File: src/radio_pkg.sv
// radio core shared definitions
`default_nettype none

package radio_pkg;

   // --------------------
   // widths and types
   // --------------------
   localparam int SAMPLE_W   = 32;
   localparam int IQ_W       = 16;
   localparam int SET_ADDR_W = 8;
   localparam int SET_DATA_W = 32;
   localparam int RB_DATA_W  = 64;
   localparam int LED_W      = 3;

   typedef logic [SAMPLE_W-1:0]    sample_t;     // {i, q}
   typedef logic signed [IQ_W-1:0] iq_t;
   typedef logic [SET_ADDR_W-1:0]  set_addr_t;
   typedef logic [SET_DATA_W-1:0]  set_data_t;
   typedef logic [RB_DATA_W-1:0]   rb_data_t;    // {upper word, lower word}

   // front-end correction, swap happens before the q negation
   typedef struct packed {
      logic inv_q;   // bit 1
      logic swap;    // bit 0
   } fe_ctrl_t;

   typedef enum logic {
      TX_SRC_HOST = 1'b0,
      TX_SRC_CHIP = 1'b1
   } tx_src_e;

   // --------------------
   // register map
   // --------------------
   localparam set_addr_t SR_DB_BASE        = 8'd160;
   localparam set_addr_t RB_DB_BASE        = 8'd16;
   localparam set_addr_t SR_FE_CHAN_OFFSET = 8'd16;
   localparam set_addr_t SR_TX_FE_BASE     = SR_DB_BASE + 8'd48;   // 208
   localparam set_addr_t SR_RX_FE_BASE     = SR_DB_BASE + 8'd64;   // 224

   typedef enum logic [2:0] {
      REG_GPIO_OUT = 3'd0,
      REG_GPIO_DDR = 3'd1,
      REG_LEDS     = 3'd2,
      REG_MISC_OUT = 3'd3,
      REG_TX_SRC   = 3'd4
   } db_reg_e;

   typedef enum logic [0:0] {
      RB_MISC_GPIO = 1'b0,   // {misc in, db gpio in}
      RB_CTRL      = 1'b1    // {misc out, tx src at bit 4, leds}
   } rb_sel_e;

   localparam int RB_TX_SRC_BIT = 4;

   // module parameter defaults
   localparam int DEF_NUM_DBOARDS = 2;
   localparam int DEF_LFSR_WIDTH  = 9;

endpackage

`default_nettype wire

File: src/db_control.sv
// daughterboard control registers
`timescale 1ns/1ps
`default_nettype none

module db_control
   import radio_pkg::*;
(
   input  wire logic      i_rst_n,
   input  wire logic      radio_clk,
   // settings bus
   input  wire logic      i_set_stb,
   input  wire set_addr_t i_set_addr,
   input  wire set_data_t i_set_data,
   // readback
   input  wire set_addr_t i_rb_addr,
   output rb_data_t       o_rb_data,
   // board pins
   input  wire logic [31:0] i_misc_in,
   output logic [31:0]      o_misc_out,
   input  wire logic [31:0] i_gpio_in,
   output logic [31:0]      o_gpio_out,
   output logic [31:0]      o_gpio_ddr,
   output logic [LED_W-1:0] o_leds,
   output logic             o_tx_src
);

   set_addr_t   set_off;
   set_addr_t   rb_off;
   tx_src_e     tx_src;
   logic [31:0] misc_in_q;
   logic [31:0] ctrl_word;

   assign set_off  = i_set_addr - SR_DB_BASE;   // addresses below base wrap high
   assign rb_off   = i_rb_addr - RB_DB_BASE;
   assign o_tx_src = (tx_src == TX_SRC_CHIP);

   // --------------------
   // register file
   // --------------------
   always_ff @(posedge radio_clk) begin
      if (!i_rst_n) begin
         o_gpio_out <= '0;
         o_gpio_ddr <= '0;
         o_leds     <= '0;
         o_misc_out <= '0;
         tx_src     <= TX_SRC_HOST;
      end else if (i_set_stb) begin
         case (set_off)
            set_addr_t'(REG_GPIO_OUT): o_gpio_out <= i_set_data;
            set_addr_t'(REG_GPIO_DDR): o_gpio_ddr <= i_set_data;
            set_addr_t'(REG_LEDS):     o_leds     <= i_set_data[LED_W-1:0];
            set_addr_t'(REG_MISC_OUT): o_misc_out <= i_set_data;
            set_addr_t'(REG_TX_SRC):   tx_src     <= tx_src_e'(i_set_data[0]);
            default: ;   // fe_control space or unmapped
         endcase
      end
   end

   // misc inputs sampled every cycle
   always_ff @(posedge radio_clk) begin
      if (!i_rst_n) begin
         misc_in_q <= '0;
      end else begin
         misc_in_q <= i_misc_in;
      end
   end

   // --------------------
   // readback
   // --------------------
   always_comb begin
      ctrl_word                   = '0;
      ctrl_word[LED_W-1:0]        = o_leds;
      ctrl_word[RB_TX_SRC_BIT]    = o_tx_src;
   end

   // data is valid one cycle after the address
   always_ff @(posedge radio_clk) begin
      if (!i_rst_n) begin
         o_rb_data <= '0;
      end else begin
         case (rb_off)
            set_addr_t'(RB_MISC_GPIO): o_rb_data <= {misc_in_q, i_gpio_in};
            set_addr_t'(RB_CTRL):      o_rb_data <= {o_misc_out, ctrl_word};
            default:                   o_rb_data <= '0;
         endcase
      end
   end

   // inputs from the board pins may float before reset completes
   a_rb_known : assert property (@(posedge radio_clk) disable iff (!i_rst_n)
      $past(i_rst_n) |-> !$isunknown(o_rb_data))
      else $error("db_control: readback word unknown after reset");

endmodule

`default_nettype wire

File: src/fe_control.sv
// front-end IQ correction
`timescale 1ns/1ps
`default_nettype none

module fe_control
   import radio_pkg::*;
(
   input  wire logic      radio_clk,
   input  wire logic      i_rst_n,
   // settings bus
   input  wire logic      i_set_stb,
   input  wire set_addr_t i_set_addr,
   input  wire set_data_t i_set_data,
   // samples
   input  wire sample_t   i_rx,
   output sample_t        o_rx0,
   output sample_t        o_rx1,
   input  wire sample_t   i_tx,
   output sample_t        o_tx
);

   localparam int        NUM_RX    = 2;
   localparam int        FE_CTRL_W = $bits(fe_ctrl_t);
   localparam set_addr_t TX_ADDR   = SR_TX_FE_BASE;

   fe_ctrl_t rx_ctrl [NUM_RX];
   fe_ctrl_t tx_ctrl;

   // rx channel k control address
   function automatic set_addr_t rx_addr(input int k);
      return set_addr_t'(SR_RX_FE_BASE + k * SR_FE_CHAN_OFFSET);
   endfunction

   // swap first, then negate q
   function automatic sample_t fe_correct(input sample_t s, input fe_ctrl_t c);
      iq_t i_part;
      iq_t q_part;
      i_part = c.swap ? s[IQ_W-1:0] : s[SAMPLE_W-1:IQ_W];
      q_part = c.swap ? s[SAMPLE_W-1:IQ_W] : s[IQ_W-1:0];
      if (c.inv_q) begin
         q_part = -q_part;   // full-scale negative wraps onto itself
      end
      return {i_part, q_part};
   endfunction

   // --------------------
   // control registers
   // --------------------
   always_ff @(posedge radio_clk) begin
      if (!i_rst_n) begin
         rx_ctrl <= '{default: '0};
         tx_ctrl <= '0;
      end else if (i_set_stb) begin
         for (int k = 0; k < NUM_RX; k++) begin
            if (i_set_addr == rx_addr(k)) begin
               rx_ctrl[k] <= fe_ctrl_t'(i_set_data[FE_CTRL_W-1:0]);
            end
         end
         if (i_set_addr == TX_ADDR) begin
            tx_ctrl <= fe_ctrl_t'(i_set_data[FE_CTRL_W-1:0]);
         end
      end
   end

   // --------------------
   // corrected samples
   // --------------------
   always_ff @(posedge radio_clk) begin
      o_rx0 <= fe_correct(i_rx, rx_ctrl[0]);   // both channels see the same input
      o_rx1 <= fe_correct(i_rx, rx_ctrl[1]);
      o_tx  <= fe_correct(i_tx, tx_ctrl);
   end

   // control registers hold only known bits once out of reset
   a_ctrl_known : assert property (@(posedge radio_clk) disable iff (!i_rst_n)
      $past(i_rst_n) |-> !$isunknown({rx_ctrl[0], rx_ctrl[1], tx_ctrl}))
      else $error("fe_control: control register holds unknown bits");

endmodule

`default_nettype wire

File: src/chip_source.sv
// lfsr chip sequence source
`timescale 1ns/1ps
`default_nettype none

module chip_source
   import radio_pkg::*;
#(
   parameter int LFSR_WIDTH       = DEF_LFSR_WIDTH,
   parameter int SAMPLES_PER_CHIP = 4,
   parameter int CHIP_AMPLITUDE   = 8192
)(
   input  wire logic radio_clk,
   input  wire logic i_rst_n,
   input  wire logic i_run,
   output sample_t   o_sample,   // {+/-amplitude, 0}
   output logic      o_chip,
   output logic      o_wrap
);

   localparam int               TAP      = 5;   // x^9 + x^5 + 1
   localparam int               CNT_W    = (SAMPLES_PER_CHIP > 1) ?
                                           $clog2(SAMPLES_PER_CHIP) : 1;
   localparam logic [CNT_W-1:0] CNT_LAST = CNT_W'(SAMPLES_PER_CHIP - 1);
   localparam iq_t              AMP_POS  = iq_t'(CHIP_AMPLITUDE);
   localparam iq_t              AMP_NEG  = iq_t'(-CHIP_AMPLITUDE);

   logic [LFSR_WIDTH-1:0] lfsr;
   logic [LFSR_WIDTH-1:0] lfsr_next;
   logic [CNT_W-1:0]      chip_cnt;
   logic                  chip_end;
   logic                  chip_bit;

   assign lfsr_next = {lfsr[LFSR_WIDTH-2:0], lfsr[LFSR_WIDTH-1] ^ lfsr[TAP-1]};
   assign chip_end  = (chip_cnt == CNT_LAST);
   assign chip_bit  = lfsr[LFSR_WIDTH-1];

   // --------------------
   // sequencer
   // --------------------
   always_ff @(posedge radio_clk) begin
      if (!i_rst_n || !i_run) begin
         lfsr     <= '1;   // idle seed
         chip_cnt <= '0;
      end else if (chip_end) begin
         lfsr     <= lfsr_next;
         chip_cnt <= '0;
      end else begin
         chip_cnt <= chip_cnt + 1'b1;
      end
   end

   // outputs held at zero while idle
   always_ff @(posedge radio_clk) begin
      if (!i_rst_n) begin
         o_sample <= '0;
         o_chip   <= 1'b0;
         o_wrap   <= 1'b0;
      end else begin
         o_sample <= i_run ? {(chip_bit ? AMP_POS : AMP_NEG), iq_t'(0)} : '0;
         o_chip   <= i_run && chip_bit;
         o_wrap   <= i_run && chip_end && (lfsr_next == '1);   // back to seed
      end
   end

   a_lfsr_nonzero : assert property (@(posedge radio_clk) disable iff (!i_rst_n)
      $past(i_rst_n) |-> (lfsr != '0))
      else $error("chip_source: lfsr locked at zero");

endmodule

`default_nettype wire

File: src/radio_core.sv
// radio clock transceiver core
`timescale 1ns/1ps
`default_nettype none

module radio_core
   import radio_pkg::*;
#(
   parameter int NUM_DBOARDS      = DEF_NUM_DBOARDS,
   parameter int LFSR_WIDTH       = DEF_LFSR_WIDTH,
   parameter int SAMPLES_PER_CHIP = 4,
   parameter int CHIP_AMPLITUDE   = 8192
)(
   input  wire logic                   radio_clk,
   input  wire logic                   i_rst_n,
   // settings and readback, address and data shared by the boards
   input  wire logic [NUM_DBOARDS-1:0] i_set_stb,
   input  wire set_addr_t              i_set_addr,
   input  wire set_data_t              i_set_data,
   input  wire set_addr_t              i_rb_addr,
   output wire rb_data_t               o_rb_data [NUM_DBOARDS],
   // samples, rx channel k of board b at index 2*b+k
   input  wire sample_t                i_rx [NUM_DBOARDS],
   input  wire sample_t                i_tx [NUM_DBOARDS],
   output sample_t                     o_rx [2*NUM_DBOARDS],
   output sample_t                     o_tx [NUM_DBOARDS],
   // daughterboard pins
   input  wire logic [31:0]            i_db_gpio_in [NUM_DBOARDS],
   output logic [31:0]                 o_db_gpio_out [NUM_DBOARDS],
   output logic [31:0]                 o_db_gpio_ddr [NUM_DBOARDS],
   output logic [LED_W-1:0]            o_radio_led [NUM_DBOARDS],
   input  wire logic [31:0]            i_misc_in [NUM_DBOARDS],
   output logic [31:0]                 o_misc_out [NUM_DBOARDS],
   output logic [1:0]                  o_fp_gpio_out   // {wrap, chip}
);

   wire sample_t              chip_sample;
   wire logic                 chip_bit;
   wire logic                 chip_wrap;
   wire logic                 chip_run;
   wire [NUM_DBOARDS-1:0]     tx_src;
   wire sample_t              tx_fe_in  [NUM_DBOARDS];
   wire sample_t              tx_fe_out [NUM_DBOARDS];
   wire sample_t              rx_fe_out [2*NUM_DBOARDS];
   wire logic [31:0]          gpio_out  [NUM_DBOARDS];
   wire logic [31:0]          gpio_ddr  [NUM_DBOARDS];
   wire logic [31:0]          misc_out  [NUM_DBOARDS];
   wire logic [LED_W-1:0]     leds      [NUM_DBOARDS];

   assign chip_run = |tx_src;   // one shared sequence for every board

   chip_source #(
      .LFSR_WIDTH       (LFSR_WIDTH),
      .SAMPLES_PER_CHIP (SAMPLES_PER_CHIP),
      .CHIP_AMPLITUDE   (CHIP_AMPLITUDE)
   ) u_chip_source (
      .radio_clk (radio_clk),
      .i_rst_n   (i_rst_n),
      .i_run     (chip_run),
      .o_sample  (chip_sample),
      .o_chip    (chip_bit),
      .o_wrap    (chip_wrap)
   );

   // --------------------
   // board slices
   // --------------------
   for (genvar b = 0; b < NUM_DBOARDS; b++) begin : g_board
      assign tx_fe_in[b] = tx_src[b] ? chip_sample : i_tx[b];

      db_control u_db_control (
         .i_rst_n    (i_rst_n),
         .radio_clk  (radio_clk),
         .i_set_stb  (i_set_stb[b]),
         .i_set_addr (i_set_addr),
         .i_set_data (i_set_data),
         .i_rb_addr  (i_rb_addr),
         .o_rb_data  (o_rb_data[b]),
         .i_misc_in  (i_misc_in[b]),
         .o_misc_out (misc_out[b]),
         .i_gpio_in  (i_db_gpio_in[b]),
         .o_gpio_out (gpio_out[b]),
         .o_gpio_ddr (gpio_ddr[b]),
         .o_leds     (leds[b]),
         .o_tx_src   (tx_src[b])
      );

      fe_control u_fe_control (
         .radio_clk  (radio_clk),
         .i_rst_n    (i_rst_n),
         .i_set_stb  (i_set_stb[b]),
         .i_set_addr (i_set_addr),
         .i_set_data (i_set_data),
         .i_rx       (i_rx[b]),
         .o_rx0      (rx_fe_out[2*b]),
         .o_rx1      (rx_fe_out[2*b+1]),
         .i_tx       (tx_fe_in[b]),
         .o_tx       (tx_fe_out[b])
      );
   end

   // --------------------
   // output registers
   // --------------------
   always_ff @(posedge radio_clk) begin
      for (int b = 0; b < NUM_DBOARDS; b++) begin
         o_tx[b] <= tx_fe_out[b];
      end
      for (int c = 0; c < 2*NUM_DBOARDS; c++) begin
         o_rx[c] <= rx_fe_out[c];
      end
   end

   always_ff @(posedge radio_clk) begin
      if (!i_rst_n) begin
         o_db_gpio_out <= '{default: '0};
         o_db_gpio_ddr <= '{default: '0};
         o_radio_led   <= '{default: '0};
         o_misc_out    <= '{default: '0};
         o_fp_gpio_out <= '0;
      end else begin
         for (int b = 0; b < NUM_DBOARDS; b++) begin
            o_db_gpio_out[b] <= gpio_out[b];
            o_db_gpio_ddr[b] <= gpio_ddr[b];
            o_radio_led[b]   <= leds[b];
            o_misc_out[b]    <= misc_out[b];
         end
         o_fp_gpio_out <= {chip_wrap, chip_bit};   // front-panel markers
      end
   end

endmodule

`default_nettype wire

File: config.mk
export PLATFORM = sky130hd
export DESIGN_NAME = radio_core
export DESIGN_NICKNAME = d
export VERILOG_FILES = /design/src/radio_pkg.sv /design/src/db_control.sv /design/src/fe_control.sv /design/src/chip_source.sv /design/src/radio_core.sv
export SDC_FILE = /design/constraint.sdc
export NUM_CORES = 1
export LEC_CHECK = 0
export BUFFER_PORTS_ARGS = -buffer_cell sky130_fd_sc_hd__buf_4
export CAP_MARGIN = 30
export CORE_AREA = 4 4 318 320
export DETAILED_ROUTE_END_ITERATION = 8
export DIE_AREA = 0 0 322 324
export SYNTH_ARGS = -nofsm -noshare
export SYNTH_HDL_FRONTEND = slang
export SYNTH_SLANG_ARGS = --single-unit
File: constraint.sdc
create_clock -name radio_clk -period 4.25 [get_ports radio_clk]
set_clock_uncertainty 0.15 [all_clocks]
set_input_delay 0.85 -clock radio_clk [delete_from_list [all_inputs] [get_ports radio_clk]]
set_output_delay 0.85 -clock radio_clk [all_outputs]
set_load 0.05 [all_outputs]
==> run_results.csv, run 1 <==
group,metric,value,unit
status,status,"completed",
global_routing,groute.usage.overall,0.1975,
clocking,cts_hold_buf,0,
placed_design,dp_hpwl,77.87,mm
min_path,min_path_type,"reg2reg",
clocking,clk_pin_slew,0.06,ns
synth,synth.area.top_cells,"dfxtp_1, mux2i_1, and2_1",
critical_path,cp_top_family,"flip-flops",
synth,netlist_area,32670,sq um
synth,synth_cell_types,68,
global_routing,grt_max_degree,260,
synth,post-synth-top-count-cell,"dfxtp_1",
sta,slew_headroom,0.3422,
synth,synthesis.instances,3051,
critical_path,critPathKind,"reg2reg",
floorplan,start_util,0.3329,
synth,async_flop_share,0,
clocking,postCtsSetupBuffers,0,
clocking,root_buffer,"clkbuf_16",
critical_path,worst_path_largest_cell_delay,0.94,ns
clocking,clk_latency,0.67,ns
global_routing,antenna_found_initial,10,
routing,drt-initial-drc-count,1202,
floorplan,num_rows,115,
placed_design,dp.cells,5005,
synth,postSynthAreaPerCell,10.71,sq um
floorplan,die-area,104300,sq um
sta,finalCritPeriodShare,0.6880,
critical_path,crit_buf_inv,1,
final_layout,final_cells,5202,
pwr,p_leak,18.03,nW
clocking,cts_htree_levels,3,
floorplan,die_h,324,um
critical_path,crit_chain,"buf_4, mux2_2, o21ba_2, nand3_1, o31ai_1, xor2_1",
sta,drv_slew,0,
clocking,ctsLongestPathBuffers,3,
critical_path,start_kind,"flop",
final_layout,layout.nets,4138,
synth,ys_ff_latch,1003,
synth,yosysTopAreaCellShare,0.6146,
routing,drc,0,
synth,synth_flop_cell,"dfxtp_1",
synth,yosysTopAreaCell,"dfxtp_1",
routing,drtAntennaViolNets,0,
sta,fmax,342.0,MHz
floorplan,die_w,322,um
sta,rsz0062_at_grt,"no",
synth,synth-seq-area-share,0.6146,
sta,hold_viol,0,
floorplan,core_area,98130,sq um
pwr,ir_worst_vdd,0.3395,mV
routing,vias,23600,
synth,synth_edf_count,0,
sta,worst_pin_slew,0.9867,ns
routing,firstDrtPassIters,5,
critical_path,cp-end-kind,"flop",
synth,synth_nets,3367,
critical_path,path_max_fanout,40,
placed_design,gp_congestion,0.8843,
placed_design,io_buffers,827,
clocking,numClockSinks,1003,
floorplan,pin_count,828,
job,maxCapViolCount,0,
clocking,post_cts_resized,0,
global_routing,grt_pass1_wl,153.4,mm
final_layout,drive_gt1_frac,0.2952,
critical_path,worstPathArrival,3.31,ns
clocking,cts_tree,"built",
routing,drt_wl_total,108.0,mm
sta,fin_tns_setup,0,ns
global_routing,grt_overflow,0,
critical_path,critPathSlowestCell,"dfxtp_2",
synth,ys_top_cells_by_count,"dfxtp_1, nand2_1, and2_1",
pwr,powerDensity,473.2,nW/um^2
synth,ys.warnings.count,0,
sta,min_period,2.924,ns
final_layout,area_growth_syn_to_layout,34.04,%
critical_path,critPathRequiredTime,4.64,ns
routing,avgViaCountPerCell,4.536,
global_routing,grt_pass1_vias,22990,
sta,setup_viol,0,
routing,routedWlPerCell,20.77,um
clocking,cts_buffers,102,
==> per-layer routing <==
metal,GRT usage,up-vias,part of all wire
met5,0,-,0.00012
met4,0.08135,2,0.036
met2,0.3264,793,0.47
li1,-,11560,-
met1,0.2336,11060,0.40
met3,0.07125,180,0.093
==> area by class of cell <==
| type | count | area (sq um) |
|---|---|---|
| inverter | 16 | 60.06 |
| tap | 1287 | 1610 |
| antenna | 9 | 22.52 |
| clock inverter | 48 | 763.2 |
| multi-input combinational | 1841 | 11810 |
| timing repair buffer | 858 | 6506 |
| clock buffer | 140 | 2937 |
| fill | 9378 | 54340 |
| sequential | 1003 | 20090 |
==> worst reg2reg max path: cells and delay by family, from the launching register on <==
kind | cells | cell delay [ns]
buffers and inverters | 1 | 0.43
AOI/OAI and AO/OA | 2 | 0.66
muxes | 1 | 0.39
xor gates and xnor gates | 1 | 0.11
and+or+nand+nor | 1 | 0.12
DFF | 1 | 0.94
==> report_power, final <==
group | internal [mW] | switching, mW | leakage (nW)
sequential | 9.64 | 0.0731 | 8.25
clock | 5.89 | 3.80 | 1.80
combinational | 0.496 | 0.828 | 7.98
total | 16.0 | 4.70 | 18.0
==> flip-flops by register name, summed over array words and instances (netlist names), 8 cells and up <==
register and flops:
g_board.u_fe_control.rx_ctrl 8, g_board.u_db_control.o_rb_data 128, o_misc_out 64, g_board.u_fe_control.o_rx0 64
u_chip_source.lfsr 9, o_db_gpio_out 64, o_db_gpio_ddr 64, o_tx 64
g_board.u_db_control.o_misc_out 64, g_board.u_fe_control.o_rx1 64, g_board.u_db_control.o_gpio_out 64, o_rx 128
g_board.u_db_control.o_gpio_ddr 64, g_board.u_db_control.misc_in_q 64, g_board.u_fe_control.o_tx 64
==> final timing paths <==
check / from / to / slack [ns] / cells after the start
setup reg to reg: g_board[0].u_fe_control.rx_ctrl[0] / g_board[0].u_fe_control.o_rx1[15] / 1.33 / 6
setup / recovery: g_board[0].u_fe_control.rx_ctrl[0] / g_board[0].u_fe_control.o_rx1[15] / 1.33 / 6
hold / removal: g_board[0].u_fe_control.o_rx1[10] / o_rx[74] / 0.17 / 0
hold reg to reg: g_board[0].u_fe_control.o_rx1[10] / o_rx[74] / 0.17 / 0
==> logic make-up after synthesis <==
kind of cell / synth area share
adder cells (fa/ha/maj): 0.003064
XOR/XNOR: 0.01957
AND/OR/NAND/NOR: 0.1665
flip-flops: 0.6146
multiplexers: 0.09578
AO/OA/AOI/OAI: 0.07518
buffers and inverters: 0.02535
==> placed cells by master, fill, tap and decap left out, types with 15 or more instances in the layout <==
| master | n |
|---|---|
| dfxtp_1 | 996 |
| buf_4 | 853 |
| nand2_1 | 442 |
| and2_1 | 323 |
| mux2i_1 | 226 |
| a21boi_0 | 169 |
| nor2_1 | 167 |
| clkbuf_16 | 103 |
| mux2_2 | 75 |
| nor3_1 | 47 |
| xor2_1 | 43 |
| o21ai_0 | 38 |
| a21oi_1 | 36 |
| xnor2_1 | 30 |
| nor2b_1 | 27 |
| a21boi_1 | 23 |
| clkbuf_8 | 22 |
| or2_2 | 18 |
| o31ai_1 | 17 |
| bufinv_16 | 17 |
| inv_1 | 16 |
| clkinv_2 | 16 |
| clkbuf_1 | 15 |
==> metrics by stage <==
step	cell area [sq um]	util	setup slack, ns	power [mW]	hold WS, ns
3_3_place_gp	40040	0.4081	0.7391	11.25	0.1602
4_1_cts	43770	0.4460	1.281	21.02	0.1619
2_1_floorplan	32670	-	1.292	10.59	0.1596
3_5_place_dp	40070	0.4083	0.8528	11.25	0.1621
5_1_grt	43780	0.4461	1.111	21.48	0.1731
6_report	43790	0.4463	1.326	20.72	0.1675
Power figures use the tool's default switching activity.
==> run 2: changes to the inputs <==
ABC_AREA = 1   (was not set)
CORE_AREA = 4 4 317 319   (was 4 4 318 320)
DIE_AREA = 0 0 321 323   (was 0 0 322 324)
clock period = 2.6 ns   (was 4.25 ns; I/O delays follow)
==> run 2 against run 1 <==
Compared with the run above: first-iteration DRC count rose by 54%; combinational power rose by 100%; critical path type unchanged; highest routed layer unchanged; die area shrank 0.62%; worst setup slack got worse by 1.0 ns; design area grew 6.4%; worst hold slack worse by 0.12 ns; sequential power increased by 64%.
==> run_results.csv, run 2 <==
group,metric,value,unit
synth,synth_xor_area_frac,0.01428,
critical_path,critPathKind,"reg2reg",
clocking,cts_htree_levels,3,
synth,ys_ff_latch,1003,
clocking,root_buffer,"clkbuf_16",
placed_design,gp_congestion,0.8683,
sta,fmax,433.7,MHz
global_routing,grt_pass1_wl,163.7,mm
critical_path,ff2ff_path_depth,10,
final_layout,area_growth_syn_to_layout,43.72,%
sta,drv_slew,0,
synth,synth_nets,4084,
sta,fin_tns_setup,0,ns
synth,yosysTopAreaCellShare,0.6193,
clocking,ctsLongestPathBuffers,3,
placed_design,place_ws,0.1131,ns
sta,hold_viol,0,
routing,drt-initial-drc-count,1848,
routing,avgViaCountPerCell,4.419,
min_path,min_path_type,"in2reg",
final_layout,layout.nets,5179,
global_routing,grt_max_degree,74,
status,status,"completed",
critical_path,worstPathArrival,2.73,ns
clocking,numClockSinks,1003,
synth,ys.warnings.count,0,
routing,drtAntennaViolNets,0,
clocking,cts_tree,"built",
floorplan,start_util,0.3314,
final_layout,layout_commonest_cell,"dfxtp_1",
critical_path,start_kind,"flop",
floorplan,die_w,321,um
pwr,p_leak,22.24,nW
sta,min_period,2.306,ns
placed_design,dp_hpwl,85.31,mm
global_routing,antenna_found_initial,16,
final_layout,reg.largest.list,"g_board.u_db_control.o_rb_data: 128 flops, o_rx: 128 flops",
sta,setup_viol,0,
floorplan,die-area,103700,sq um
synth,synthAdderAreaFrac,0.003087,
critical_path,critPathRequiredTime,3.02,ns
synth,synth.area.top_cells,"dfxtp_1, nand2_1, inv_1",
routing,firstDrtPassIters,5,
routing,vias,27590,
sta,slew_headroom,0.4207,
synth,synth_top_family_by_area,"simple AND/OR/NAND/NOR gates",
synth,yosysTopAreaCell,"dfxtp_1",
synth,synth-seq-area-share,0.6193,
sta,layout_setup_ws,0.2943,ns
global_routing,grt_overflow,0,
min_path,min_to,"g_board[0].u_db_control.o_misc_out[25]",
synth,synth_edf_count,0,
clocking,cts_hold_buf,277,
routing,drc,0,
floorplan,num_rows,115,
synth,netlist_area,32420,sq um
sta,worst_pin_slew,0.8599,ns
pwr,ir_worst_vdd,0.5099,mV
floorplan,pin_count,828,
critical_path,reg2reg_to,"g_board[0].u_fe_control.o_rx1[14]",
synth,synth-simple-area-share,0.1643,
synth,post-synth-top-count-cell,"dfxtp_1",
critical_path,cp-end-kind,"flop",
global_routing,groute.usage.overall,0.2101,
clocking,clk_latency,0.68,ns
synth,synth.area.mux_share,0,
synth,synthesis.instances,3768,
routing,drt_wl_total,114.4,mm
critical_path,reg2reg_from,"g_board[0].u_fe_control.rx_ctrl[0]",
clocking,clk_pin_slew,0.06,ns
sta,hold_ws,0.04795,ns
clocking,post_cts_resized,0,
sta,finalCritPeriodShare,0.8868,
pwr,finalPower,34.40,mW
global_routing,grt_pass1_vias,26380,
synth,async_flop_share,0,
synth,postSynthAreaPerCell,8.605,sq um
clocking,postCtsSetupBuffers,0,
floorplan,core_area,97840,sq um
job,maxCapViolCount,0,
final_layout,drive_gt1_frac,0.2273,
sta,rsz0062_at_grt,"no",
clocking,cts_buffers,106,
synth,synth_flop_cell,"dfxtp_1",
final_layout,utilization,0.4762,
synth,synth_cell_types,45,
min_path,worstHoldStart,"i_set_data[25]",
final_layout,final_cell_mix,"dfxtp_1, nand2_1, buf_4",
critical_path,ff2ff_setup_slack,0.29,ns
placed_design,io_buffers,827,
routing,routedWlPerCell,18.33,um
synth,synth_compound_area_frac,0.1033,
critical_path,path_max_fanout,17,
floorplan,die_h,323,um
synth,ys_top_cells_by_count,"dfxtp_1, nand2_1, inv_1",
pwr,powerDensity,738.2,nW/um^2
min_path,worstHoldPathCells,3,
run 2: metal layers:
layer | wire, um | up-vias | GRT usage
met1 | 44920 | 12580 | 0.2421
met5 | 97 | - | 0
met4 | 5720 | 16 | 0.1047
met3 | 9652 | 230 | 0.06638
met2 | 54050 | 918 | 0.3537
li1 | - | 13840 | -
run 2: kinds of logic after synthesis:
logic type / after synthesis
fa+ha+maj: 8
xor+xnor: 52
flops: 1003
compound gates: 644
simple gates: 1305
buf+inv: 756
run 2: power breakdown:
part	total (mW)	internal, mW	switching (mW)
logic	2.69	1.05	1.64
clock network	15.8	9.47	6.32
registers	15.9	15.8	0.123
run 2: metrics by stage:
stage               area, sq um  cells
finish                    46600   6244
CTS                       46570   6233
floorplan                 32420   3768
detailed placement        40110   5765
global placement          40110   5765
global route              46580   6239
run 2: critical path, cell delays in order (launching register included):
cell      delay, ns
dfxtp_1        0.68
nand2_1        0.10
o21ai_0        0.20
ha_1           0.27
nand2_1        0.06
nor2_1         0.22
nand3b_1       0.12
nand2_1        0.15
nand4_1        0.11
nand2_1        0.11
inv_1          0.04
run 2: how the worst max path moves through the flow:
stage	cells past startpoint	from	end
4_1_cts	9	g_board[0].u_fe_control.rx_ctrl[0]	g_board[0].u_fe_control.o_rx1[14]
3_3_place_gp	10	i_set_addr[5]	g_board[1].u_db_control.o_misc_out[1]
5_1_grt	10	g_board[0].u_fe_control.rx_ctrl[0]	g_board[0].u_fe_control.o_rx1[14]
3_5_place_dp	10	i_set_addr[5]	g_board[1].u_db_control.o_misc_out[28]
2_1_floorplan	8	i_set_addr[5]	g_board[0].u_db_control.o_gpio_ddr[13]
6_report	10	g_board[0].u_fe_control.rx_ctrl[0]	g_board[0].u_fe_control.o_rx1[14]
run 2: final cells by class:
cell class                 instances  area (sq um)
antenna                           11         27.53
clock buffer                     140          2974
clock inverter                    51         708.2
fill                            9282         51250
inverter                         565          2123
multi-input combinational       2009          9251
sequential                      1003         20080
tap                             1287          1610
timing repair buffer            1178          9819
==> run 3: changes to the inputs <==
RECOVER_POWER = 100   (was not set)
==> run 3 against run 2 <==
Compared with the run above: design area fell by 4.7%; global-route usage did not move; total power fell by 0.48%; final cell count did not move; worst hold slack got worse by 0.0085 ns; first-iteration DRC count rose by 5.2%; non-clock buffer count did not move; via count rose by 0.19%; critical path depth did not move; sequential power barely moved.
==> run_results.csv, run 3 (synthesis gave the netlist of run 2 again) <==
group,metric,value,unit
status,status,"completed",
placed_design,io_buffers,827,
final_layout,area_growth_syn_to_layout,36.96,%
sta,fin_tns_setup,0,ns
pwr,p_leak,20.02,nW
critical_path,worstPathArrival,2.79,ns
pwr,p_comb_frac,0.073,
min_path,min_path_type,"in2reg",
sta,finalCritPeriodShare,0.9155,
clocking,ctsLongestPathBuffers,3,
final_layout,layout_commonest_cell,"nand2_1",
clocking,cts_buffers,106,
clocking,clk_latency,0.68,ns
critical_path,critPathKind,"reg2reg",
floorplan,die-area,103700,sq um
clocking,cts_htree_levels,3,
clocking,postCtsSetupBuffers,0,
clocking,numClockSinks,1003,
final_layout,layout.nets,5179,
sta,fmax,420.1,MHz
job,maxCapViolCount,0,
sta,rsz0062_at_grt,"no",
floorplan,die_w,321,um
pwr,powerDensity,770.8,nW/um^2
sta,worst_pin_slew,1.067,ns
global_routing,grt_pass1_vias,26380,
floorplan,pin_count,828,
routing,drtAntennaViolNets,0,
routing,drt-initial-drc-count,1945,
placed_design,gp_congestion,0.8683,
pwr,swShare,0.2366,
floorplan,die_h,323,um
final_layout,reg.largest.list,"g_board.u_db_control.o_rb_data: 128 flops, o_rx: 128 flops",
global_routing,gr-usage-met2,0.3537,
global_routing,antenna_found_initial,20,
floorplan,num_rows,115,
critical_path,critPathRequiredTime,3.01,ns
pwr,p_int,26.13,mW
floorplan,start_util,0.3314,
clocking,cts_tree,"built",
routing,vias,27640,
global_routing,grtUsageMet1,0.2421,
sta,hold_viol,0,
clocking,clk_pin_slew,0.06,ns
global_routing,grtUsageMet3,0.06638,
global_routing,grt_overflow,0,
routing,firstDrtPassIters,7,
global_routing,groute.usage.overall,0.2101,
final_layout,drive_gt1_frac,0.1146,
critical_path,cp-end-kind,"flop",
floorplan,core_area,97840,sq um
routing,drt_wl_total,114.7,mm
pwr,p_sw,8.097,mW
global_routing,grt_max_degree,74,
sta,drv_slew,0,
routing,routedWlPerCell,18.36,um
critical_path,start_kind,"flop",
sta,min_period,2.380,ns
pwr,ir_worst_vdd,0.4983,mV
clocking,root_buffer,"clkbuf_16",
pwr,clkPwrFrac,0.462,
routing,drc,0,
sta,slew_headroom,0.2887,
routing,avgViaCountPerCell,4.427,
clocking,post_cts_resized,0,
final_layout,final_cell_mix,"nand2_1, dfxtp_1, inv_1",
global_routing,global_route.peak_usage_layer,"met2",
placed_design,dp_hpwl,85.31,mm
pwr,seqPwrFrac,0.465,
final_layout,utilization,0.4538,
sta,setup_viol,0,
critical_path,path_max_fanout,20,
global_routing,grt_pass1_wl,163.7,mm
run 3: cell type report:
type	instances	area (sq um)
clock inverter	51	708.2
clock buffer	140	2974
multi-input combinational	2009	9184
tap	1287	1610
fill	9796	53440
sequential	1003	20080
antenna	11	27.53
timing repair buffer	1178	7697
inverter	565	2123
run 3: critical path, cell delays in order (launching register included):
cell,delay (ns)
dfxtp_1,0.35
inv_1,0.46
nand2_1,0.11
o21ai_1,0.10
clkbuf_1,0.26
nand2_1,0.12
nor2_2,0.15
nand2_1,0.16
nand2_1,0.16
xnor2_1,0.17
inv_1,0.07
run 3: final timing paths:
path / start / to / slack, ns / cells past startpoint
setup / recovery: g_board[0].u_fe_control.tx_ctrl[0] / g_board[0].u_fe_control.o_tx[8] / 0.22 / 10
hold / removal: i_set_data[27] / g_board[1].u_db_control.o_misc_out[27] / 0.04 / 3
setup reg to reg: g_board[0].u_fe_control.tx_ctrl[0] / g_board[0].u_fe_control.o_tx[8] / 0.22 / 10
hold reg to reg: g_board[1].u_fe_control.o_tx[2] / o_tx[2] / 0.17 / 0
run 3: repair_timing:
| item | 4_1_cts | 5_1_grt |
|---|---|---|
| hold buffers | 277 | 0 |
| setup endpoints to repair | 0 | 0 |
| endpoints found under the hold margin | 261 | 0 |
run 3: metrics by stage:
step	setup WS (ns)	cell area, sq um	cells	hold WS (ns)	power, mW
after floorplan	0.5287	32420	3768	0.1596	17.44
after CTS	0.3328	46570	6233	0.001546	34.80
after global placement	0.1321	40110	5765	0.1600	18.58
after global routing	0.01100	44390	6239	0.02034	35.39
final	0.2196	44410	6244	0.03950	34.23
after detailed placement	0.1131	40110	5765	0.1621	18.59
run 3: power groups by stage:
stage	combinational [mW]	sequential, mW	clock [mW]
5_1_grt	2.68	15.9	16.8
3_3_place_gp	2.33	16.2	0
3_5_place_dp	2.34	16.2	0
2_1_floorplan	0.602	16.8	0
4_1_cts	2.70	15.9	16.2
6_report	2.50	15.9	15.8
run 3: routing by layer:
metal  part of all wire  wire length [um]
met1               0.39             45170
met5            0.00076                87
met2               0.47             54240
met3              0.084              9670
met4              0.048              5497
